==> src/include/rob_config.svh <==
// Sizes are global macros; ROB_DEPTH must equal 2**ROB_IDX_LEN since the ROB pointers wrap freely
`ifndef ROB_CONFIG_SVH
`define ROB_CONFIG_SVH

// Data path and instruction width
`define XLEN        32
`define ILEN        32

// Architectural register file
`define REG_IDX_LEN 5
`define NUM_AREGS   32

// Reorder buffer size
`define ROB_DEPTH   8
`define ROB_IDX_LEN 3

`endif

==> src/hdl/len5_pkg.sv <==
// Integer ISA types only; the raw 4-bit cause field follows the RISC-V mcause numbering
`include "rob_config.svh"

package len5_pkg;

    // Architectural register index, x0 included
    typedef logic [`REG_IDX_LEN-1:0] reg_idx_t;

    // Synchronous exception causes
    typedef enum logic [3:0] {
        E_I_ADDR_MISALIGNED   = 4'h0,
        E_I_ACCESS_FAULT      = 4'h1,
        E_ILLEGAL_INSTRUCTION = 4'h2,
        E_BREAKPOINT          = 4'h3,
        E_LD_ADDR_MISALIGNED  = 4'h4,
        E_LD_ACCESS_FAULT     = 4'h5,
        E_ST_ADDR_MISALIGNED  = 4'h6,
        E_ST_ACCESS_FAULT     = 4'h7,
        E_ENV_CALL_UMODE      = 4'h8,
        E_ENV_CALL_SMODE      = 4'h9,
        E_UNKNOWN             = 4'ha,  // Reserved slot, also the catch-all
        E_ENV_CALL_MMODE      = 4'hb,
        E_INSTR_PAGE_FAULT    = 4'hc,
        E_LD_PAGE_FAULT       = 4'hd,
        E_ST_PAGE_FAULT       = 4'hf
    } except_code_t;

endpackage

==> src/hdl/expipe_pkg.sv <==
// Pipeline structs only; cause fields on issue and CDB are raw 4-bit codes, decoded once at commit
`include "rob_config.svh"

package expipe_pkg;

    // New instruction presented by the issue stage
    typedef struct packed {
        logic [`ILEN-1:0]   instr;
        logic [`XLEN-1:0]   pc;
        len5_pkg::reg_idx_t rd_idx;
        logic               except_raised;
        logic [3:0]         except_code;   // Raw cause
        logic [`XLEN-1:0]   except_aux;    // Bad address or early result
        logic               res_ready;     // Result known at issue
    } issue_req_t;

    // Result broadcast on the common data bus
    typedef struct packed {
        logic [`ROB_IDX_LEN-1:0] rob_idx;
        logic [`XLEN-1:0]        value;
        logic                    except_raised;
        logic [3:0]              except_code;
    } cdb_data_t;

    // One ROB slot
    typedef struct packed {
        logic               valid;
        logic               res_ready;
        logic [`ILEN-1:0]   instr;
        logic [`XLEN-1:0]   pc;
        len5_pkg::reg_idx_t rd_idx;
        logic [`XLEN-1:0]   value;
        logic               except_raised;
        logic [3:0]         except_code;
    } rob_entry_t;

    // Head entry as seen by the commit unit
    typedef struct packed {
        logic [`ILEN-1:0]        instr;
        logic [`XLEN-1:0]        pc;
        len5_pkg::reg_idx_t      rd_idx;
        logic [`XLEN-1:0]        value;
        logic                    except_raised;
        len5_pkg::except_code_t  except_code;
        logic [`ROB_IDX_LEN-1:0] head_idx;
    } commit_t;

    // Resolved source operand, tag meaningful only when not ready
    typedef struct packed {
        logic                    ready;
        logic [`XLEN-1:0]        value;
        logic [`ROB_IDX_LEN-1:0] tag;
    } operand_t;

    // Register status entry
    typedef struct packed {
        logic                    busy;
        logic [`ROB_IDX_LEN-1:0] rob_idx;
    } reg_stat_t;

endpackage

==> src/hdl/rob.sv <==
// CDB writes are always accepted with no check of the target entry; no issue is taken during flush
`include "rob_config.svh"

module rob (
    input  logic                       clk_i,
    input  logic                       rst_n_i,
    input  logic                       flush_i,
    input  logic                       issue_valid_i,
    input  expipe_pkg::issue_req_t     issue_req_i,
    output logic                       issue_ready_o,
    output logic [`ROB_IDX_LEN-1:0]    issue_tail_idx_o,
    input  logic                       cdb_valid_i,
    input  expipe_pkg::cdb_data_t      cdb_data_i,
    input  logic [`ROB_IDX_LEN-1:0]    rs1_tag_i,
    input  logic [`ROB_IDX_LEN-1:0]    rs2_tag_i,
    output logic                       rs1_ready_o,
    output logic                       rs2_ready_o,
    output logic [`XLEN-1:0]           rs1_value_o,
    output logic [`XLEN-1:0]           rs2_value_o,
    input  logic                       comm_ready_i,
    output logic                       comm_valid_o,
    output expipe_pkg::commit_t        comm_o
);

    expipe_pkg::rob_entry_t      rob_q [`ROB_DEPTH];
    logic [`ROB_IDX_LEN-1:0]     head_q;
    logic [`ROB_IDX_LEN-1:0]     tail_q;
    logic                        push;
    logic                        pop;
    len5_pkg::except_code_t      head_cause;

    // Tail slot free means room for one more
    assign issue_ready_o    = !rob_q[tail_q].valid && !flush_i;
    assign push             = issue_valid_i && issue_ready_o;
    assign issue_tail_idx_o = tail_q;

    // Head commits once its result is in
    assign comm_valid_o = rob_q[head_q].valid && rob_q[head_q].res_ready;
    assign pop          = comm_valid_o && comm_ready_i;

    // Pointers wrap on their own
    always_ff @(posedge clk_i or negedge rst_n_i) begin
        if (!rst_n_i) begin
            head_q <= '0;
            tail_q <= '0;
        end else if (flush_i) begin
            head_q <= '0;
            tail_q <= '0;
        end else begin
            if (push) tail_q <= tail_q + 1'b1;
            if (pop)  head_q <= head_q + 1'b1;
        end
    end

    // Entry array, status bits cleared on reset and flush
    always_ff @(posedge clk_i or negedge rst_n_i) begin
        if (!rst_n_i) begin
            for (int i = 0; i < `ROB_DEPTH; i++) begin
                rob_q[i].valid     <= 1'b0;
                rob_q[i].res_ready <= 1'b0;
            end
        end else if (flush_i) begin
            for (int i = 0; i < `ROB_DEPTH; i++) begin
                rob_q[i].valid     <= 1'b0;
                rob_q[i].res_ready <= 1'b0;
            end
        end else begin
            if (push) begin  // Allocation port
                rob_q[tail_q].valid         <= 1'b1;
                rob_q[tail_q].instr         <= issue_req_i.instr;
                rob_q[tail_q].pc            <= issue_req_i.pc;
                rob_q[tail_q].rd_idx        <= issue_req_i.rd_idx;
                rob_q[tail_q].except_raised <= issue_req_i.except_raised;
                rob_q[tail_q].except_code   <= issue_req_i.except_code;
                rob_q[tail_q].value         <= issue_req_i.except_aux;  // Aux parked as result
                rob_q[tail_q].res_ready     <= issue_req_i.except_raised
                                               || issue_req_i.res_ready;
            end
            if (cdb_valid_i) begin  // Result port
                rob_q[cdb_data_i.rob_idx].res_ready     <= 1'b1;
                rob_q[cdb_data_i.rob_idx].value         <= cdb_data_i.value;
                rob_q[cdb_data_i.rob_idx].except_raised <= cdb_data_i.except_raised;
                rob_q[cdb_data_i.rob_idx].except_code   <= cdb_data_i.except_code;
            end
            if (pop) rob_q[head_q].valid <= 1'b0;
        end
    end

    // Operand read ports, indexed by producer tag
    assign rs1_ready_o = rob_q[rs1_tag_i].res_ready;
    assign rs1_value_o = rob_q[rs1_tag_i].value;
    assign rs2_ready_o = rob_q[rs2_tag_i].res_ready;
    assign rs2_value_o = rob_q[rs2_tag_i].value;

    // Raw cause to enum, reserved codes fold into E_UNKNOWN
    always_comb begin
        case (rob_q[head_q].except_code)
            4'h0:    head_cause = len5_pkg::E_I_ADDR_MISALIGNED;
            4'h1:    head_cause = len5_pkg::E_I_ACCESS_FAULT;
            4'h2:    head_cause = len5_pkg::E_ILLEGAL_INSTRUCTION;
            4'h3:    head_cause = len5_pkg::E_BREAKPOINT;
            4'h4:    head_cause = len5_pkg::E_LD_ADDR_MISALIGNED;
            4'h5:    head_cause = len5_pkg::E_LD_ACCESS_FAULT;
            4'h6:    head_cause = len5_pkg::E_ST_ADDR_MISALIGNED;
            4'h7:    head_cause = len5_pkg::E_ST_ACCESS_FAULT;
            4'h8:    head_cause = len5_pkg::E_ENV_CALL_UMODE;
            4'h9:    head_cause = len5_pkg::E_ENV_CALL_SMODE;
            4'hb:    head_cause = len5_pkg::E_ENV_CALL_MMODE;
            4'hc:    head_cause = len5_pkg::E_INSTR_PAGE_FAULT;
            4'hd:    head_cause = len5_pkg::E_LD_PAGE_FAULT;
            4'hf:    head_cause = len5_pkg::E_ST_PAGE_FAULT;
            default: head_cause = len5_pkg::E_UNKNOWN;
        endcase
    end

    // Head entry out to commit
    always_comb begin
        comm_o.instr         = rob_q[head_q].instr;
        comm_o.pc            = rob_q[head_q].pc;
        comm_o.rd_idx        = rob_q[head_q].rd_idx;
        comm_o.value         = rob_q[head_q].value;
        comm_o.except_raised = rob_q[head_q].except_raised;
        comm_o.except_code   = head_cause;
        comm_o.head_idx      = head_q;
    end

endmodule

==> src/hdl/reg_status.sv <==
// x0 is never marked busy; a commit clears a register only if no younger producer replaced it
`include "rob_config.svh"

module reg_status (
    input  logic                     clk_i,
    input  logic                     rst_n_i,
    input  logic                     flush_i,
    input  logic                     alloc_i,
    input  len5_pkg::reg_idx_t       alloc_rd_i,
    input  logic [`ROB_IDX_LEN-1:0]  alloc_idx_i,
    input  logic                     commit_i,
    input  len5_pkg::reg_idx_t       commit_rd_i,
    input  logic [`ROB_IDX_LEN-1:0]  commit_idx_i,
    input  len5_pkg::reg_idx_t       rs1_idx_i,
    input  len5_pkg::reg_idx_t       rs2_idx_i,
    output expipe_pkg::reg_stat_t    rs1_stat_o,
    output expipe_pkg::reg_stat_t    rs2_stat_o
);

    logic [`NUM_AREGS-1:0]    busy_q;
    logic [`ROB_IDX_LEN-1:0]  idx_q [`NUM_AREGS];
    logic                     alloc_en;

    assign alloc_en = alloc_i && (alloc_rd_i != '0);  // Writes to x0 need no tracking

    always_ff @(posedge clk_i or negedge rst_n_i) begin
        if (!rst_n_i) begin
            busy_q <= '0;
        end else if (flush_i) begin
            busy_q <= '0;  // Every in-flight producer is gone
        end else begin
            if (commit_i && idx_q[commit_rd_i] == commit_idx_i) begin
                busy_q[commit_rd_i] <= 1'b0;
            end
            if (alloc_en) busy_q[alloc_rd_i] <= 1'b1;  // Last write, so allocation wins
        end
    end

    // Producer index
    always_ff @(posedge clk_i) begin
        if (alloc_en) idx_q[alloc_rd_i] <= alloc_idx_i;
    end

    assign rs1_stat_o = '{busy: busy_q[rs1_idx_i], rob_idx: idx_q[rs1_idx_i]};
    assign rs2_stat_o = '{busy: busy_q[rs2_idx_i], rob_idx: idx_q[rs2_idx_i]};

endmodule

==> src/hdl/operand_fetch.sv <==
// Purely combinational; tags are forwarded unchanged and mean nothing when an operand is ready
`include "rob_config.svh"

module operand_fetch (
    input  len5_pkg::reg_idx_t      rs1_idx_i,
    input  len5_pkg::reg_idx_t      rs2_idx_i,
    input  expipe_pkg::reg_stat_t   rs1_stat_i,
    input  expipe_pkg::reg_stat_t   rs2_stat_i,
    input  logic                    rob_rs1_ready_i,
    input  logic                    rob_rs2_ready_i,
    input  logic [`XLEN-1:0]        rob_rs1_value_i,
    input  logic [`XLEN-1:0]        rob_rs2_value_i,
    input  logic [`XLEN-1:0]        rf_rs1_value_i,
    input  logic [`XLEN-1:0]        rf_rs2_value_i,
    output expipe_pkg::operand_t    op1_o,
    output expipe_pkg::operand_t    op2_o
);

    // Priority x0, register file, ROB result, else wait on tag
    function automatic expipe_pkg::operand_t resolve(
        input len5_pkg::reg_idx_t    idx,
        input expipe_pkg::reg_stat_t stat,
        input logic                  rob_ready,
        input logic [`XLEN-1:0]      rob_value,
        input logic [`XLEN-1:0]      rf_value
    );
        expipe_pkg::operand_t op;
        op.tag = stat.rob_idx;
        if (idx == '0) begin
            op.ready = 1'b1;
            op.value = '0;
        end else if (!stat.busy) begin
            op.ready = 1'b1;
            op.value = rf_value;
        end else begin
            op.ready = rob_ready;  // Forward from ROB once written
            op.value = rob_value;
        end
        return op;
    endfunction

    assign op1_o = resolve(rs1_idx_i, rs1_stat_i, rob_rs1_ready_i, rob_rs1_value_i,
                           rf_rs1_value_i);
    assign op2_o = resolve(rs2_idx_i, rs2_stat_i, rob_rs2_ready_i, rob_rs2_value_i,
                           rf_rs2_value_i);

endmodule

==> src/hdl/commit_unit.sv <==
// Exception capture holds the last exception until the next one; no trap vectoring or CSR writes
`include "rob_config.svh"

module commit_unit (
    input  logic                     clk_i,
    input  logic                     rst_n_i,
    input  logic                     comm_valid_i,
    input  expipe_pkg::commit_t      comm_i,
    output logic                     comm_ready_o,
    input  len5_pkg::reg_idx_t       rf_rs1_idx_i,
    input  len5_pkg::reg_idx_t       rf_rs2_idx_i,
    output logic [`XLEN-1:0]         rf_rs1_value_o,
    output logic [`XLEN-1:0]         rf_rs2_value_o,
    output logic                     flush_o,
    output logic                     except_valid_o,
    output logic [`XLEN-1:0]         except_pc_o,
    output logic [`XLEN-1:0]         except_aux_o,
    output len5_pkg::except_code_t   except_cause_o
);

    logic [`XLEN-1:0]  rf_q [`NUM_AREGS];
    logic              flush_q;
    logic              commit;
    logic              take_except;

    assign comm_ready_o = !flush_q;  // Nothing retires while the pipe is flushed
    assign commit       = comm_valid_i && comm_ready_o;
    assign take_except  = commit && comm_i.except_raised;
    assign flush_o      = flush_q;

    // Flush pulse one cycle after the faulting commit, sticky valid flag
    always_ff @(posedge clk_i or negedge rst_n_i) begin
        if (!rst_n_i) begin
            flush_q        <= 1'b0;
            except_valid_o <= 1'b0;
        end else begin
            flush_q <= take_except;
            if (take_except) except_valid_o <= 1'b1;
        end
    end

    // Cause, pc and aux captured together
    always_ff @(posedge clk_i) begin
        if (take_except) begin
            except_pc_o    <= comm_i.pc;
            except_cause_o <= comm_i.except_code;
            except_aux_o   <= comm_i.value;  // Aux travels in the result field
        end
    end

    // Register file, x0 stays zero since it is never written
    always_ff @(posedge clk_i or negedge rst_n_i) begin
        if (!rst_n_i) begin
            for (int i = 0; i < `NUM_AREGS; i++) rf_q[i] <= '0;
        end else if (commit && !comm_i.except_raised && comm_i.rd_idx != '0) begin
            rf_q[comm_i.rd_idx] <= comm_i.value;
        end
    end

    assign rf_rs1_value_o = rf_q[rf_rs1_idx_i];
    assign rf_rs2_value_o = rf_q[rf_rs2_idx_i];

endmodule

==> src/hdl/rob_subsys.sv <==
// CDB has no back-pressure and must carry a valid ROB index; operands resolve in the lookup cycle
`include "rob_config.svh"

module rob_subsys (
    input  logic                       clk_i,
    input  logic                       rst_n_i,
    input  logic                       issue_valid_i,
    input  expipe_pkg::issue_req_t     issue_req_i,
    output logic                       issue_ready_o,
    output logic [`ROB_IDX_LEN-1:0]    issue_tail_idx_o,
    input  logic                       cdb_valid_i,
    input  expipe_pkg::cdb_data_t      cdb_data_i,
    input  len5_pkg::reg_idx_t         rs1_idx_i,
    input  len5_pkg::reg_idx_t         rs2_idx_i,
    output expipe_pkg::operand_t       op1_o,
    output expipe_pkg::operand_t       op2_o,
    output logic                       flush_o,
    output logic                       except_valid_o,
    output logic [`XLEN-1:0]           except_pc_o,
    output len5_pkg::except_code_t     except_cause_o,
    output logic [`XLEN-1:0]           except_aux_o
);

    logic                    comm_valid;
    logic                    comm_ready;
    expipe_pkg::commit_t     comm;
    expipe_pkg::reg_stat_t   rs1_stat;
    expipe_pkg::reg_stat_t   rs2_stat;
    logic                    rob_rs1_ready;
    logic                    rob_rs2_ready;
    logic [`XLEN-1:0]        rob_rs1_value;
    logic [`XLEN-1:0]        rob_rs2_value;
    logic [`XLEN-1:0]        rf_rs1_value;
    logic [`XLEN-1:0]        rf_rs2_value;

    rob u_rob (
        .clk_i            (clk_i),
        .rst_n_i          (rst_n_i),
        .flush_i          (flush_o),
        .issue_valid_i    (issue_valid_i),
        .issue_req_i      (issue_req_i),
        .issue_ready_o    (issue_ready_o),
        .issue_tail_idx_o (issue_tail_idx_o),
        .cdb_valid_i      (cdb_valid_i),
        .cdb_data_i       (cdb_data_i),
        .rs1_tag_i        (rs1_stat.rob_idx),   // Producer tags from status table
        .rs2_tag_i        (rs2_stat.rob_idx),
        .rs1_ready_o      (rob_rs1_ready),
        .rs2_ready_o      (rob_rs2_ready),
        .rs1_value_o      (rob_rs1_value),
        .rs2_value_o      (rob_rs2_value),
        .comm_ready_i     (comm_ready),
        .comm_valid_o     (comm_valid),
        .comm_o           (comm)
    );

    reg_status u_reg_status (
        .clk_i        (clk_i),
        .rst_n_i      (rst_n_i),
        .flush_i      (flush_o),
        .alloc_i      (issue_valid_i && issue_ready_o),  // Same edge as ROB allocation
        .alloc_rd_i   (issue_req_i.rd_idx),
        .alloc_idx_i  (issue_tail_idx_o),
        .commit_i     (comm_valid && comm_ready),
        .commit_rd_i  (comm.rd_idx),
        .commit_idx_i (comm.head_idx),
        .rs1_idx_i    (rs1_idx_i),
        .rs2_idx_i    (rs2_idx_i),
        .rs1_stat_o   (rs1_stat),
        .rs2_stat_o   (rs2_stat)
    );

    operand_fetch u_operand_fetch (
        .rs1_idx_i       (rs1_idx_i),
        .rs2_idx_i       (rs2_idx_i),
        .rs1_stat_i      (rs1_stat),
        .rs2_stat_i      (rs2_stat),
        .rob_rs1_ready_i (rob_rs1_ready),
        .rob_rs2_ready_i (rob_rs2_ready),
        .rob_rs1_value_i (rob_rs1_value),
        .rob_rs2_value_i (rob_rs2_value),
        .rf_rs1_value_i  (rf_rs1_value),
        .rf_rs2_value_i  (rf_rs2_value),
        .op1_o           (op1_o),
        .op2_o           (op2_o)
    );

    commit_unit u_commit_unit (
        .clk_i          (clk_i),
        .rst_n_i        (rst_n_i),
        .comm_valid_i   (comm_valid),
        .comm_i         (comm),
        .comm_ready_o   (comm_ready),
        .rf_rs1_idx_i   (rs1_idx_i),
        .rf_rs2_idx_i   (rs2_idx_i),
        .rf_rs1_value_o (rf_rs1_value),
        .rf_rs2_value_o (rf_rs2_value),
        .flush_o        (flush_o),
        .except_valid_o (except_valid_o),
        .except_pc_o    (except_pc_o),
        .except_aux_o   (except_aux_o),
        .except_cause_o (except_cause_o)
    );

endmodule

==> config.mk <==
export PLATFORM = sky130hd
export DESIGN_NAME = rob_subsys
export DESIGN_NICKNAME = d
export VERILOG_FILES = /design/src/hdl/len5_pkg.sv /design/src/hdl/expipe_pkg.sv /design/src/hdl/rob.sv /design/src/hdl/reg_status.sv /design/src/hdl/operand_fetch.sv /design/src/hdl/commit_unit.sv /design/src/hdl/rob_subsys.sv
export VERILOG_INCLUDE_DIRS = /design/src /design/src/include
export SDC_FILE = /design/constraint.sdc
export NUM_CORES = 2
export LEC_CHECK = 0
export BUFFER_PORTS_ARGS = -buffer_cell sky130_fd_sc_hd__buf_2
export CAP_MARGIN = 20
export CORE_MARGIN = 5
export CORE_UTILIZATION = 57
export DETAILED_ROUTE_END_ITERATION = 6
export PLACE_DENSITY = 0.86
export SETUP_SLACK_MARGIN = 0.15
export SYNTH_ARGS = -nofsm -noshare
export SYNTH_HDL_FRONTEND = slang
export SYNTH_SLANG_ARGS = --single-unit
==> constraint.sdc <==
create_clock -name clk_i -period 8.87 [get_ports clk_i]
set_clock_uncertainty 0.1 [all_clocks]
set_input_delay 1.774 -clock clk_i [delete_from_list [all_inputs] [get_ports clk_i]]
set_output_delay 1.774 -clock clk_i [all_outputs]
set_load 0.02 [all_outputs]
# ---- Yosys cells after proc, flatten, opt, wreduce, memory -nomap -nowiden
# Memory sizes are Yosys's and may differ from the RTL's. A register that Yosys moved wholly into a read port is not among the register bits.
# Index checks and enable logic that the tools add are counted.
dict set report classes {
  add_sub_neg 2
  multipliers 0
  n_div 0
  magnitude_cmp 18
  n_eq_ne 1
  shift 0
  n_mux 95
  n_bitwise 12
  reduce_logical 26
}
# cell n
set ops {}
lappend ops {{$bwmux W864} 13}
lappend ops {{$mux W864} 5}
lappend ops {{$demux W108 S3} 13}
lappend ops {{$bmux W108 S3} 4}
lappend ops {{$bwmux W1024} 1}
lappend ops {{$mux W108} 6}
lappend ops {{$mux W107} 6}
lappend ops {{$bmux W32 S5} 2}
lappend ops {{$mux W32} 9}
lappend ops {{$demux W32 S5} 1}
lappend ops {{$mux W33} 4}
lappend ops {{$mux W106} 1}
lappend ops {{$mux W37} 2}
lappend ops {{$mux W74} 1}
lappend ops {{$mux W42} 1}
lappend ops {{$and A32 B32 Y32} 1}
lappend ops {{$not A32 Y32} 1}
lappend ops {{$or A32 B32 Y32} 1}
lappend ops {{$lt A5 B6 Y1 const B} 4}
lappend ops {{$ge A4 B4 Y1 const B} 5}
lappend ops {{$not A3 Y4} 5}
lappend ops {{$ge A6 B6 Y1 const B} 3}
lappend ops {{$not A5 Y6} 3}
lappend ops {{$mux W2} 8}
lappend ops {{other kinds (19)} 54}
dict set report totals {
  ff_bits 1992
  latch_bits 0
  ram_bits 96
  rom_bits 64
  inputBits 161
  out_inout_bits 146
  wordCells 259
  memories 2
}
# name words word_bits rd rd_clocked_by_memory_dff wr line
set memory_table {}
lappend memory_table {u_reg_status.idx_q 32 3 3 0 1 reg_status.sv:21} ;# logic [`ROB_IDX_LEN-1:0] idx_q [`NUM_AREGS];
lappend memory_table {{(name not given)} 16 4 1 1 0 rob.sv:97} ;# case (rob_q[head_q].except_code)

# ---- Depth between registers and ports, before layout
dict set report depth {
  ltp_word 24
  ltp_mapped 16
  depth_no_buf 10
}

# ---- Modules after synthesis
# Synthesis repeated with hierarchy kept, for this count alone.
dict set report unflattened {
  cells_unflattened 8076
  area_unflattened_um2 109787.8
}
# mod instances cells_each area_each_um2 seq_area_each_um2
set modules_own_cells {}
lappend modules_own_cells {commit_unit 1 4689 57591.5 27716.6}
lappend modules_own_cells {rob 1 2687 43345.3 26015.0}
lappend modules_own_cells {reg_status 1 536 7594.8 3683.5}
lappend modules_own_cells {operand_fetch 1 162 1243.7 0.0}
lappend modules_own_cells {rob_subsys 1 2 12.5 0.0}

# ---- Worst setup path after synthesis
# OpenSTA, ideal clock, no wires.
dict set report synth_timing {
  path_kind {input -> register}
  start {in rst_n_i}
  end {reg u_rob.rob_q[145] (netlist bit), enable pin}
  setup_time_ps 398
  arrival_ps 9121
  required_ps 8372
  setup_slack_ps -749
  path_stages 4
  path_buffers 1
  cell_sequence {nand2b_1 -> clkbuf_1 -> inv_1 -> and2_1}
}
dict set report synth_between {
  elab_chain_cells 1
}
# item line
set synth_rtl {}
lappend synth_rtl {{from (decl)} rob_subsys.sv:6} ;# input logic rst_n_i,
lappend synth_rtl {{$reduce_and A2 Y1 (no line)} n/a}
lappend synth_rtl {{to (decl)} rob.sv:25} ;# expipe_pkg::rob_entry_t rob_q [`ROB_DEPTH];
# No other way between the ends.
# A chain may end at the register's enable or synchronous reset.

==> metrics.md <==
| Metric | Value |
|---|---|
| Status | finished with violations |
| Failing checks | design-rule violations |
| Worst setup EP type | output port |
| DPL Wire Length | 188000 µm |
| Syn avg cell area | 11.6 µm² |
| Worst-path clk slew | 0.06 ns |
| Synth area leader | dfrtp_1 |
| Reg2reg end | u_reg_status.busy_q[4] |
| Final Cycle Share | 0.889 |
| Reg2Reg Setup Slack | 2.83 ns |
| All-layer global routing usage | 0.364 |
| FF+latch count, synth | 1836 |
| Via count | 79100 |
| Worst-case clock buffer depth | 3 |
| Proportion of layout cells with a drive suffix above 1 | 0.190 |
| Clock root buffer | clkbuf_16 |
| Largest net degree at the start of global routing | 167 |
| Post-CTS setup buffers | 0 |
| TritonCTS clock tree | done |
| Nets | 8355 |
| Syn-to-layout area delta | 9.19% |
| Hold Path Sink | u_commit_unit.rf_q[1005] |
| Clk sinks | 1836 |
| Fmax | 0.127 GHz |
| Req. time, crit path | 7.00 ns |
| GR Util met2 | 0.516 |
| Busiest grt layer | met2 |
| RSZ-0062 raised after global routing | false |
| Post-synthesis sequential area ratio | 0.509 |
| Detail Route Antenna Nets | 0 |
| CTS buffer count | 174 |
| CTS Hold Bufs | 0 |
| Setup-failing EPs final | 0 |
| Max Cap Violations | 0 |
| Die height | 424 µm |
| Total congestion overflow | 0 |
| Share of async-settable or async-resettable flops after synthesis | 0.588 |
| Depth of the worst register-to-register path | 11 |
| Hold Crit Depth | 0 |
| Core Util, Final | 0.628 |
| Worst hold start | u_commit_unit.rf_q[1005] |
| Pins Over Slew Limit | 0 |
| Met3 GRT Util | 0.148 |
| Post_cts resized | 0 |
| Die area | 180000 µm² |
| Power density over the cells | 311 nW/µm² |
| Worst-Margin Slew | 1.23 ns |
| Critical path class | in -> out |
| Distinct cells, synth | 73 |
| Later-pin clock latency in the skew report | 0.93 ns |
| Final Power | 0.0332 W |
| Mapped Cells | 8421 |
| Synth warn | 0 |
| Final min period | 7.88 ns |
| Lkg Pwr | 43.3 nW |
| Core Footprint | 170000 µm² |
| Crit path max fanout | 43 |
| DRC | 257 |
| R2R Path Start | u_rob.head_q[0] |
| RD Place Congestion | 0.936 |
| DIE WIDTH | 424 µm |
| CP arrival | 6.01 ns |
| Setup TNS | 0 ns |
| Antenna violations before repair | 47 |
| Starting Density | 0.575 |
| Post-synth EDFFs | 756 |
| DR vias/cell | 7.47 |
| Worst min-delay path class | reg -> reg |
| Htree depth | 4 |
| Cell Area, Synth | 97600 µm² |
| GRT met1 Usage | 0.437 |
| I/O pin count | 307 |
| Final Hold Violating Endpoints | 0 |
| WL/cell | 31.6 µm |
| Initial DRT Pass Iterations | 7 |
| Total Routed Length | 335000 µm |
| Critical path launch point type | input port |
| Normalized max-slew margin | 0.173 |
| DRT iter0 DRCs | 15000 |
| Std-Cell Rows | 151 |
| Ys flop type | dfrtp_1 |
| Share of Yosys cell area claimed by the top area cell type | 0.277 |
| Worst ir drop on vdd | 259 µV |
| First-pass GRT wire length | 492000 µm |
| Port Buffers | 274 |
| Vias in the first global route | 79000 |
| Top cells by area, synth | dfrtp_1, edfxtp_1, mux4_2, mux2i_1, a21oi_1 |
| Fillers | 11500 |
## power by group
part | total [W] | internal (W) | leakage [nW] | switching [W]
clock | 0.00763 | 0.00410 | 2.79 | 0.00353
combinational | 0.0124 | 0.00460 | 18.8 | 0.00776
sequential | 0.0132 | 0.0114 | 21.7 | 0.00185
## synth_stat cells, types with 7 or more instances
| library cell | number |
|---|---|
| a22oi_1 | 58 |
| nand2_1 | 799 |
| buf_4 | 31 |
| a21oi_1 | 955 |
| nand4_1 | 12 |
| buf_2 | 189 |
| clkbuf_1 | 566 |
| nor3_1 | 34 |
| buf_6 | 8 |
| nand2b_1 | 22 |
| nor2_1 | 805 |
| o21ai_0 | 684 |
| buf_1 | 93 |
| a221oi_1 | 78 |
| inv_1 | 80 |
| o31ai_1 | 32 |
| nor2_4 | 9 |
| edfxtp_1 | 756 |
| mux2i_1 | 870 |
| a211oi_1 | 174 |
| or3_1 | 11 |
| o32ai_1 | 32 |
| nor3b_1 | 9 |
| o211ai_1 | 63 |
| nand3_1 | 30 |
| mux4_2 | 628 |
| mux2_2 | 89 |
| a31oi_1 | 8 |
| and3_1 | 7 |
| dfrtp_1 | 1080 |
| o21ai_1 | 17 |
| nor4_1 | 33 |
| nor2b_1 | 13 |
| and2_1 | 75 |
## cells in the final DEF, fill, tap and decap left out, types with 14 or more instances in the layout
master     instances
nand2_2           16
inv_1             79
o21ai_1           17
mux2_2            89
buf_12            27
a21oi_1          951
nand3_1           27
nand2_1          781
and2_1            74
clkbuf_8          26
mux4_2           628
o31ai_1           31
nand2b_1          19
clkbuf_1          52
o32ai_1           32
nor2_1           793
nor2_4            21
dfrtp_1         1076
a211oi_1         174
mux2i_1          838
clkbuf_16        175
nor3_1            27
o21ai_0          683
edfxtp_1         756
buf_2            263
nor4_1            33
diode_2           39
buf_4            178
a221oi_1          78
mux2i_4           23
clkinv_2          26
a22oi_1           58
clkinv_1          14
o211ai_1          63
## routing by layer
metal / vias up / share of wire
li1: 30900 / -
met1: 37800 / 0.31
met2: 8180 / 0.43
met3: 2214 / 0.17
met4: 24 / 0.10
met5: - / 0.00089
## worst max path at each step
stage / end / slack (ns) / start
2_1_floorplan: u_rob.rob_q[145] / 1.25 / rst_n_i
3_3_place_gp: op2_o[11] / 1.32 / rs2_idx_i[0]
3_5_place_dp: op2_o[11] / 1.30 / rs2_idx_i[0]
4_1_cts: op2_o[11] / 1.31 / rs2_idx_i[0]
5_1_grt: op2_o[14] / 1.07 / rs2_idx_i[2]
6_report: op2_o[14] / 0.99 / rs2_idx_i[2]
## metrics by stage
stage,hold slack [ns],instance area (µm²),worst slack [ns],std cells
6_report,0.302,107000,0.988,10600
5_1_grt,0.316,107000,1.07,10600
4_1_cts,0.302,106000,1.31,10500
3_5_place_dp,0.287,100000,1.30,10200
3_3_place_gp,0.276,100000,1.32,10200
2_1_floorplan,0.341,97600,1.25,8423
## logic make-up after synthesis
logic type | count (synthesis) | share of synthesized area
AO/OA/AOI/OAI | 2134 | 0.124
XOR/XNOR | 2 | 0.000256
adder cells (fa/ha/maj) | 2 | 0.000256
buffers and inverters | 972 | 0.0417
flip-flops | 1836 | 0.509
multiplexers | 1590 | 0.245
other | 1 | 0.0000384
AND/OR/NAND/NOR | 1884 | 0.0799
## flip-flops by register name, summed over array words and instances, names as in the netlist, 3 cells and up
name,flops
u_commit_unit.except_aux_o,32
u_commit_unit.except_cause_o,4
u_commit_unit.except_pc_o,32
u_commit_unit.rf_q,1024
u_reg_status.busy_q,32
u_reg_status.idx_q,96
u_rob.head_q,3
u_rob.issue_tail_idx_o,3
u_rob.rob_q,608
## critical path, cell delays in order
cell,delay [ns]
buf_4,0.58
nor3_2,0.25
a221oi_1,0.31
o21ai_0,0.13
a21oi_1,0.26
a21oi_4,0.11
inv_2,0.81
a211oi_1,0.18
a211oi_1,0.29
a211oi_1,0.09
a211oi_1,0.78
buf_2,0.31
## area by class of cell
| class | instances | area, µm² | share of cell area |
|---|---|---|---|
| Multi-Input combinational cell | 5615 | 44500 | 0.418 |
| Antenna cell | 39 | 97.6 | 0.000916 |
| Clock buffer | 254 | 4940 | 0.0463 |
| Tap cell | 2218 | 2780 | 0.0260 |
| Timing Repair Buffer | 481 | 3430 | 0.0322 |
| Clock inverter | 64 | 782 | 0.00734 |
| Inverter | 84 | 324 | 0.00304 |
| Sequential cell | 1836 | 49700 | 0.467 |
Note: power is estimated with default switching activity, not from simulation.
